<file path="src/mesh_defines.svh">
`ifndef MESH_DEFINES_SVH
`define MESH_DEFINES_SVH

`define MESH_TILES  4
`define MESH_X_W    3   // reaches columns past the row
`define MESH_ADDR_W 4   // 16 words per bank
`define MESH_DATA_W 16
`define MESH_CNT_W  8

`endif

</file>
<file path="src/mesh_pkg.sv">
`include "mesh_defines.svh"

package mesh_pkg;

  typedef enum logic [1:0] {
    OP_STORE = 2'd0,
    OP_LOAD  = 2'd1,
    OP_RESP  = 2'd2
  } mesh_op_e;

  // same word, view chosen by op
  typedef union packed {
    struct packed {
      logic [`MESH_X_W-1:0]    spare;
      logic [`MESH_ADDR_W-1:0] addr;
      logic [`MESH_DATA_W-1:0] wdata;
    } req;
    struct packed {
      logic [`MESH_X_W-1:0]    src_x;  // responding column
      logic [`MESH_ADDR_W-1:0] addr;   // load address, carried through
      logic [`MESH_DATA_W-1:0] rdata;
    } resp;
  } mesh_payload_u;

endpackage

</file>
<file path="src/mesh_link_if.sv">
`timescale 1ns/1ns
`include "mesh_defines.svh"

interface mesh_link_if;
  import mesh_pkg::*;

  logic                 valid;
  logic                 ready;
  mesh_op_e             op;
  logic [`MESH_X_W-1:0] dest_x;
  mesh_payload_u        payload;

  // sender side
  modport tx (output valid, output op, output dest_x, output payload, input ready);

  // receiver side
  modport rx (input valid, input op, input dest_x, input payload, output ready);

endinterface

</file>
<file path="src/mesh_collector.sv">
`timescale 1ns/1ns
`include "mesh_defines.svh"

module mesh_collector (
  input  logic                    clk_i,
  input  logic                    rst_n_i,
  mesh_link_if.rx                 link_i,
  output logic                    resp_valid_o,
  input  logic                    resp_ready_i,
  output logic [`MESH_X_W-1:0]    resp_x_o,
  output logic [`MESH_ADDR_W-1:0] resp_addr_o,
  output logic [`MESH_DATA_W-1:0] resp_data_o,
  output logic [`MESH_CNT_W-1:0]  drop_count_o
);
  import mesh_pkg::*;

  logic                   is_resp;
  logic                   accept;
  logic                   drop_q;
  logic [`MESH_CNT_W-1:0] drop_cnt_q;

  assign is_resp = (link_i.op == OP_RESP);

  // requests here overshot the row, always taken
  assign link_i.ready = !is_resp || !resp_valid_o || resp_ready_i;
  assign accept       = link_i.valid && link_i.ready;

  always_ff @(posedge clk_i)
  begin
    if (!rst_n_i)
    begin
      resp_valid_o <= 1'b0;
      drop_q       <= 1'b0;
      drop_cnt_q   <= '0;
    end
    else
    begin
      if (accept && is_resp)
        resp_valid_o <= 1'b1;
      else if (resp_ready_i)
        resp_valid_o <= 1'b0;
      drop_q     <= accept && !is_resp;
      drop_cnt_q <= drop_cnt_q + `MESH_CNT_W'(drop_q);  // wraps
    end
  end

  always_ff @(posedge clk_i)
  begin
    if (accept && is_resp)
    begin
      resp_x_o    <= link_i.payload.resp.src_x;
      resp_addr_o <= link_i.payload.resp.addr;
      resp_data_o <= link_i.payload.resp.rdata;
    end
  end

  assign drop_count_o = drop_cnt_q;

  a_resp_stable: assert property (@(posedge clk_i) disable iff (!rst_n_i)
    resp_valid_o && !resp_ready_i |=> resp_valid_o && $stable(resp_x_o)
      && $stable(resp_addr_o) && $stable(resp_data_o))
    else $error("response changed while stalled");

endmodule

</file>
<file path="src/mesh_injector.sv">
`timescale 1ns/1ns
`include "mesh_defines.svh"

module mesh_injector (
  input  logic                    clk_i,
  input  logic                    rst_n_i,
  input  logic                    req_valid_i,
  output logic                    req_ready_o,
  input  mesh_pkg::mesh_op_e      req_op_i,
  input  logic [`MESH_X_W-1:0]    req_x_i,
  input  logic [`MESH_ADDR_W-1:0] req_addr_i,
  input  logic [`MESH_DATA_W-1:0] req_data_i,
  mesh_link_if.tx                 link_o
);
  import mesh_pkg::*;

  mesh_op_e             op_q [2];
  logic [`MESH_X_W-1:0] x_q  [2];
  mesh_payload_u        pl_q [2];
  logic                 wr_ptr_q;
  logic                 rd_ptr_q;
  logic [1:0]           count_q;
  mesh_payload_u        pl_in;
  logic                 push;
  logic                 pop;

  always_comb
  begin
    pl_in           = '0;
    pl_in.req.addr  = req_addr_i;
    pl_in.req.wdata = req_data_i;
  end

  assign req_ready_o = (count_q != 2'd2); // full blocks even on a pop
  assign push        = req_valid_i && req_ready_o;
  assign pop         = link_o.valid && link_o.ready;

  always_ff @(posedge clk_i)
  begin
    if (!rst_n_i)
    begin
      wr_ptr_q <= 1'b0;
      rd_ptr_q <= 1'b0;
      count_q  <= 2'd0;
    end
    else
    begin
      if (push)
        wr_ptr_q <= !wr_ptr_q;
      if (pop)
        rd_ptr_q <= !rd_ptr_q;
      count_q <= count_q + 2'(push) - 2'(pop);
    end
  end

  always_ff @(posedge clk_i)
  begin
    if (push)
    begin
      op_q[wr_ptr_q] <= req_op_i;
      x_q[wr_ptr_q]  <= req_x_i;
      pl_q[wr_ptr_q] <= pl_in;
    end
  end

  assign link_o.valid   = (count_q != 2'd0);
  assign link_o.op      = op_q[rd_ptr_q];
  assign link_o.dest_x  = x_q[rd_ptr_q];
  assign link_o.payload = pl_q[rd_ptr_q];

  // head must not move while stalled
  a_head_stable: assert property (@(posedge clk_i) disable iff (!rst_n_i)
    link_o.valid && !link_o.ready |=> link_o.valid && $stable(link_o.op)
      && $stable(link_o.dest_x) && $stable(link_o.payload))
    else $error("injector head changed under back-pressure");

endmodule

</file>
<file path="src/mesh_row.sv">
`timescale 1ns/1ns
`include "mesh_defines.svh"

module mesh_row (
  input  logic                    clk_i,
  input  logic                    rst_n_i,
  input  logic                    req_valid_i,
  output logic                    req_ready_o,
  input  mesh_pkg::mesh_op_e      req_op_i,
  input  logic [`MESH_X_W-1:0]    req_x_i,
  input  logic [`MESH_ADDR_W-1:0] req_addr_i,
  input  logic [`MESH_DATA_W-1:0] req_data_i,
  output logic                    resp_valid_o,
  input  logic                    resp_ready_i,
  output logic [`MESH_X_W-1:0]    resp_x_o,
  output logic [`MESH_ADDR_W-1:0] resp_addr_o,
  output logic [`MESH_DATA_W-1:0] resp_data_o,
  output logic [`MESH_CNT_W-1:0]  drop_count_o
);

  // link k feeds tile k, the last one feeds the collector
  mesh_link_if links [`MESH_TILES+1] ();

  mesh_injector u_injector (
    .clk_i       (clk_i),
    .rst_n_i     (rst_n_i),
    .req_valid_i (req_valid_i),
    .req_ready_o (req_ready_o),
    .req_op_i    (req_op_i),
    .req_x_i     (req_x_i),
    .req_addr_i  (req_addr_i),
    .req_data_i  (req_data_i),
    .link_o      (links[0])
  );

  genvar k;
  for (k = 0; k < `MESH_TILES; k++)
  begin : g_tile
    mesh_tile #(.tile_x_p(k)) u_tile (   // column from position
      .clk_i   (clk_i),
      .rst_n_i (rst_n_i),
      .link_i  (links[k]),
      .link_o  (links[k+1])
    );
  end

  mesh_collector u_collector (
    .clk_i        (clk_i),
    .rst_n_i      (rst_n_i),
    .link_i       (links[`MESH_TILES]),
    .resp_valid_o (resp_valid_o),
    .resp_ready_i (resp_ready_i),
    .resp_x_o     (resp_x_o),
    .resp_addr_o  (resp_addr_o),
    .resp_data_o  (resp_data_o),
    .drop_count_o (drop_count_o)
  );

endmodule

</file>
<file path="src/mesh_tile.sv">
`timescale 1ns/1ns
`include "mesh_defines.svh"

module mesh_tile #(
  parameter int tile_x_p = 0
) (
  input  logic    clk_i,
  input  logic    rst_n_i,
  mesh_link_if.rx link_i,
  mesh_link_if.tx link_o
);
  import mesh_pkg::*;

  localparam logic [`MESH_X_W-1:0] my_x_lp = `MESH_X_W'(tile_x_p);

  logic [`MESH_DATA_W-1:0] bank_q [2**`MESH_ADDR_W];

  logic                 out_valid_q;
  mesh_op_e             out_op_q;
  logic [`MESH_X_W-1:0] out_x_q;
  mesh_payload_u        out_pl_q;

  logic                 is_local;
  logic                 local_store;
  logic                 accept;
  logic                 out_load;
  mesh_payload_u        resp_pl;

  // responses always pass through
  assign is_local    = (link_i.op != OP_RESP) && (link_i.dest_x == my_x_lp);
  assign local_store = is_local && (link_i.op == OP_STORE);

  // a store never needs the output register
  assign link_i.ready = local_store || !out_valid_q || link_o.ready;
  assign accept       = link_i.valid && link_i.ready;
  assign out_load     = accept && !local_store;

  always_comb
  begin
    resp_pl            = '0;
    resp_pl.resp.src_x = my_x_lp;
    resp_pl.resp.addr  = link_i.payload.req.addr;
    resp_pl.resp.rdata = bank_q[link_i.payload.req.addr];
  end

  // bank starts out all zero
  always_ff @(posedge clk_i)
  begin
    if (!rst_n_i)
    begin
      for (int i = 0; i < 2**`MESH_ADDR_W; i++)
        bank_q[i] <= '0;
    end
    else if (accept && local_store)
    begin
      bank_q[link_i.payload.req.addr] <= link_i.payload.req.wdata;
    end
  end

  always_ff @(posedge clk_i)
  begin
    if (!rst_n_i)
      out_valid_q <= 1'b0;
    else if (out_load)
      out_valid_q <= 1'b1;
    else if (link_o.ready)
      out_valid_q <= 1'b0;
  end

  always_ff @(posedge clk_i)
  begin
    if (out_load)
    begin
      out_op_q <= is_local ? OP_RESP : link_i.op;  // local load turns around
      out_x_q  <= link_i.dest_x;
      out_pl_q <= is_local ? resp_pl : link_i.payload;
    end
  end

  assign link_o.valid   = out_valid_q;
  assign link_o.op      = out_op_q;
  assign link_o.dest_x  = out_x_q;
  assign link_o.payload = out_pl_q;

  a_out_stable: assert property (@(posedge clk_i) disable iff (!rst_n_i)
    link_o.valid && !link_o.ready |=> link_o.valid && $stable(link_o.op)
      && $stable(link_o.dest_x) && $stable(link_o.payload))
    else $error("tile %0d output changed under back-pressure", tile_x_p);

endmodule

</file>
<file path="config.mk">
export PLATFORM = sky130hd
export DESIGN_NAME = mesh_row
export DESIGN_NICKNAME = d
export VERILOG_FILES = /design/src/mesh_pkg.sv /design/src/mesh_link_if.sv /design/src/mesh_collector.sv /design/src/mesh_injector.sv /design/src/mesh_row.sv /design/src/mesh_tile.sv
export VERILOG_INCLUDE_DIRS = /design/src
export SDC_FILE = /design/constraint.sdc
export NUM_CORES = 2
export LEC_CHECK = 0
export ABC_AREA = 0
export BUFFER_PORTS_ARGS = -buffer_cell sky130_fd_sc_hd__buf_2
export CORE_UTILIZATION = 34
export CTS_CLUSTER_SIZE = 16
export DETAILED_ROUTE_END_ITERATION = 6
export GPL_ROUTABILITY_DRIVEN = 1
export PLACE_DENSITY = 0.59
export SETUP_SLACK_MARGIN = 0.05
export SKIP_CTS_REPAIR_TIMING = 1
export SLEW_MARGIN = 20
export SYNTH_ARGS = -nofsm -noshare
export SYNTH_HDL_FRONTEND = slang
export SYNTH_SLANG_ARGS = --single-unit
</file>
<file path="constraint.sdc">
create_clock -name clk_i -period 7.7 [get_ports clk_i]
set_input_delay 0.385 -clock clk_i [delete_from_list [all_inputs] [get_ports clk_i]]
set_output_delay 0.385 -clock clk_i [all_outputs]
set_load 0.03 [all_outputs]
</file>
# After elaboration in Yosys (flattened, before gate mapping)
# Memories as Yosys holds them, arrays and structs flattened. A register that Yosys moved wholly into a read port is not among the register bits.
# Cells that the tools add are included.
# W data, S select, Z words.
dict set report classes {
  add_sub_neg 3
  reduce_logical 61
  n_eq_ne 9
  mux 50
}
# operator n
set ops {}
lappend ops {{$mux W16} 8}
lappend ops {{$reduce_or A16 Y1} 4}
lappend ops {{$mux W1} 35}
lappend ops {{$mux W4} 7}
lappend ops {{$logic_and A1 B1 Y1} 24}
lappend ops {{$logic_not A1 Y1} 12}
lappend ops {{$reduce_bool A2 Y1} 6}
lappend ops {{$logic_or A1 B1 Y1} 10}
lappend ops {{$ne A2 B2 Y1 const B} 5}
lappend ops {{$add A8 B1 Y8} 1}
lappend ops {{$logic_not A2 Y1} 4}
lappend ops {{$eq A3 B2 Y1 const B} 2}
lappend ops {{$eq A3 B1 Y1 const B} 1}
lappend ops {{$logic_not A3 Y1} 1}
lappend ops {{$add A2 B1 Y2} 1}
lappend ops {{$eq A2 B2 Y1 const B} 1}
lappend ops {{$sub A2 B1 Y2} 1}
dict set report word_totals {
  input_bits 29
  register_bits 150
  out_inout_bits 33
  ramBits 1074
  n_memories 7
}
# memory words width read_ports rd_ports_with_merged_regs write_ports line_no
set mem_list {}
lappend mem_list {{g_tile[0].u_tile.bank_q} 16 16 1 0 16 mesh_tile.sv:16} ;# logic [`MESH_DATA_W-1:0] bank_q [2**`MESH_ADDR_W];
lappend mem_list {{g_tile[1].u_tile.bank_q} 16 16 1 1 16 mesh_tile.sv:16}
lappend mem_list {{g_tile[2].u_tile.bank_q} 16 16 1 1 16 mesh_tile.sv:16}
lappend mem_list {{g_tile[3].u_tile.bank_q} 16 16 1 1 16 mesh_tile.sv:16}
lappend mem_list {u_injector.pl_q 2 20 1 1 1 mesh_injector.sv:19} ;# mesh_payload_u pl_q [2];
lappend mem_list {u_injector.x_q 2 3 1 1 1 mesh_injector.sv:18} ;# logic [`MESH_X_W-1:0] x_q [2];
lappend mem_list {{+1 memories} n/a n/a n/a n/a n/a n/a}

# Depth between registers and ports, before layout
dict set report depth {
  ltp_word 15
  ltp_mapped 10
}

# Hierarchy
# A second synthesis with hierarchy kept.
dict set report unflattened {
  hier_cells 3354
  area_unflattened_um2 55937.4
}
# module instances seq_area_each_um2 area_each_um2 cells_per_inst
set modules_own_cells {}
lappend modules_own_cells {{mesh_tile (g_tile[1].u_tile ...)} 2 8548.2 13182.6 793}
lappend modules_own_cells {{mesh_tile (g_tile[3].u_tile)} 1 8548.2 13208.9 794}
lappend modules_own_cells {{mesh_tile (g_tile[0].u_tile)} 1 8548.2 13150.1 793}
lappend modules_own_cells {mesh_injector 1 1601.5 2099.5 112}
lappend modules_own_cells {mesh_collector 1 890.9 1113.6 69}

# Worst setup path before layout
# OpenSTA, ideal clock, no wires.
dict set report synth_path {
  path_type {flip-flop to flip-flop}
  startpoint {register g_tile[1].u_tile.out_x_q[2]}
  endpoint {memory g_tile[2].u_tile.bank_q[4][0] (netlist name), enable pin}
  setup_slack_ns 4.410
  t_arrival_ns 2.879
  stages_incl_launch_ff 6
  setup_ns 0.411
  required_ns 7.289
  period_less_slack_ns 3.290
  cell_sequence {edfxtp_1 > or3b_4 > or3_1 > or4_1 > buf_6 > o21ai_0}
}
# element line_no
set synth_rtl {}
lappend synth_rtl {{start: declaration} mesh_tile.sv:20} ;# logic [`MESH_X_W-1:0] out_x_q;
lappend synth_rtl {{start signal: assignment} mesh_tile.sv:75} ;# out_x_q <= link_i.dest_x;
lappend synth_rtl {{end: declaration} mesh_tile.sv:16}

==> impl_metrics.yaml <==
critical_path:
  arrival_ns: 5.45
  ff2ff_path_depth: 7
  start_kind: "flop"
  crit_top_cell: "buf_4"
  cp_cell_sequence: "mux2i_2 -> inv_1 -> nor3_1 -> nand2_2 -> buf_4 -> o21ai_1 -> buf_4"
  path_max_fanout: 68
  reg2reg_slack_ns: 2.71
  cp_data_required_time_ns: 8.17
  reg2reg_to: "g_tile[0].u_tile.bank_q[8][14]$_SDFFCE_PN0P_"
  crit_type: "flop to flop"
  max_stage_delay_ns: 0.97
  critPathBufInv: 3
  crit_family: "buffers and inverters"
  worst_setup_path_end_kind: "flop"
  critPathSlowestCell: "dfxtp_2"
die:
  die_area_mm2: 0.1600
  ios: 62
  core.rowCount: 145
  fp.coreArea_mm2: 0.1568
  die_x_um: 400.0
  start_util_pct: 34.36
  dieHeight_um: 400.0
logic_synthesis:
  synth_edf_count: 1198
  ys_warn_count: 0
  synth_seq_area_share_pct: 67.96
  yosys.cell_types.count: 57
  synthFlopType: "edfxtp_1"
  ys_top_cells_by_count: "edfxtp_1, and2_1, nor3_1, mux4_2, clkbuf_1"
  syn_nets: 3447
  synth_area_per_cell_um2: 15.77
  synth_most_common_cell: "edfxtp_1"
  yosysTopAreaCellShare_pct: 66.80
  synthArstFlopShare_pct: 0
  ys_ff_latch: 1229
  synth_largest_area_cell: "edfxtp_1"
  netlist_area_mm2: 0.05385
  synth_cells: 3415
  yosys-top-cells-area: "edfxtp_1, mux4_2, and2_1"
clock_network:
  cts-buffers-inserted: 134
  clock-root-buffer: "clkbuf_16"
  max-clock-path-buffers: 3
  numClockSinks: 1229
  clkLatencyLatePin_ns: 0.78
  htree_levels: 4
  clk_pin_slew_worst_paths_ns: 0.06
  cts_tree: "yes"
routing:
  vias: 28747
  drt.antenna.violating_nets: 0
  drt-total-wl_mm: 132.0
  drtIter0Drc: 2731
  wl_per_cell_um: 23.43
  drt-vias-per-instance: 5.104
  dr.pass1.iters: 5
  drc: 0
place:
  place_ws_ns: 2.637
  place.detailed.hpwl_mm: 82.09
  place_congestion: 0.7794
  place_area_mm2: 0.05649
  io_buffers: 60
worst_hold_path:
  whs_path_depth: 4
  whs_endpoint: "g_tile[3].u_tile.link_o.valid$_SDFFE_PN0P_"
  min_path_type: "primary input to flop"
  min_from: "resp_ready_i"
grt:
  grt_pass1_wl_mm: 195.9
  grt_max_degree: 74
  grt_pass1_vias: 28859
  antenna_found_initial: 4
  globalRouteTotalUtil_pct: 16.57
  overflow: 0
sta:
  rsz0062_at_grt: "false"
  drv_slew: 0
  skew_ns: 0.06159
  fmax_mhz: 200.6
  tightest_slew_ns: 1.104
  fin_ws_ns: 2.714
  fin_crit_sh_pct: 64.75
  fin_tns_setup_ns: 0
  fin_crit_ns: 4.986
  relSlewSlack_pct: 26.15
  finalHoldViolCount: 0
  setup_viol: 0
power:
  power_leakage_nw: 20.92
  vdd_drop_max_mv: 0.1861
  powerDensity_mw_per_mm2: 244.2
outcome:
  status: "finished, final reports clean"
finish:
  nets: 3498
  drive_above_1_share_pct: 20.93
  final_area_mm2: 0.06112
  syn2layout_area_growth_pct: 13.49
flow_run:
  drv_cap: 0
[cell usage in the layout, fill, tap and decap left out, types with 25 or more instances in the layout]
cell type / n
edfxtp_1: 1198
and2_1: 791
nor3_1: 268
mux4_2: 256
clkbuf_16: 136
buf_4: 111
nand2_1: 84
mux2i_1: 78
o21ai_1: 63
mux2_2: 61
buf_2: 59
a21oi_1: 55
o22ai_1: 49
clkbuf_1: 29
clkinv_1: 28
nor2_1: 25
dlygate4sd3_1: 25
[how the worst max path moves through the flow]
stage	slack, ns	cells past startpoint	endpoint
6_report	2.71	7	g_tile[0].u_tile.bank_q[8][14]$_SDFFCE_PN0P_
3_5_place_dp	2.64	7	g_tile[0].u_tile.bank_q[8][11]$_SDFFCE_PN0P_
4_1_cts	2.65	7	g_tile[0].u_tile.bank_q[8][10]$_SDFFCE_PN0P_
2_1_floorplan	4.41	5	g_tile[2].u_tile.bank_q[4][0]$_SDFFCE_PN0P_
5_1_grt	2.30	7	g_tile[0].u_tile.bank_q[8][10]$_SDFFCE_PN0P_
3_3_place_gp	2.72	7	g_tile[0].u_tile.bank_q[8][11]$_SDFFCE_PN0P_
[state kept, by name (all words and copies together) (netlist names), 6 cells and up, named ones only]
register	flops
g_tile.u_tile.bank_q	1024
g_tile.u_tile.link_o.dest_x	9
g_tile.u_tile.link_o.op	8
g_tile.u_tile.link_o.payload	85
u_collector.drop_count_o	8
u_collector.resp_data_o	16
u_injector.pl_q	40
u_injector.x_q	6
[worst register-to-register path, cell delays in order, from the launching register on]
cell and delay [ns]:
dfxtp_2 0.97, mux2i_2 0.94, inv_1 0.78, nor3_1 0.51, nand2_2 0.09, buf_4 0.36, o21ai_1 0.77, buf_4 0.31
[layer usage]
metal	routed length (um)	up-vias	GRT usage (%)	part of all wire, %
met2	63210	803	26.84	48
li1	-	13010	-	-
met3	7680	160	2.844	5.8
met4	2381	0	4.155	1.8
met1	58700	14774	23.11	44
met5	0	-	0	0
[power breakdown]
part	leakage (nW)	internal (mW)	switching, mW
clock network	2.09	3.62	2.74
registers	12.4	7.55	0.153
logic	6.40	0.339	0.523
total	20.9	11.5	3.42
[kinds of logic after synthesis]
logic type / share of synthesized area, %
AOI/OAI and AO/OA: 2.189
xor gates and xnor gates: 0.1138
adders and majority gates: 0.06971
buffers and inverters: 2.319
DFF: 67.96
muxes: 13.55
other: 0.006964
and+or+nand+nor: 13.80
[layout make-up]
class | count | area [um2]
tap | 2058 | 2575
clock buffer | 165 | 3512
clock inverter | 74 | 818.3
multi-input combinational | 1890 | 16140
fill | 14375 | 95630
inverter | 15 | 61.31
antenna | 5 | 12.51
timing repair buffer | 196 | 1390
sequential | 1229 | 36610
[through the flow]
stage	hold slack, ns	total power, mW	utilization, %	instances
after detailed placement	0.4045	8.700	36.04	5363
after global placement	0.4017	8.687	36.03	5363
after floorplan	0.4003	8.327	-	3415
final	0.05861	14.93	38.99	5632
after global routing	0.07335	15.37	38.98	5628
after CTS	-0.2544	15.06	38.80	5602
Power figures use the tool's default switching activity.
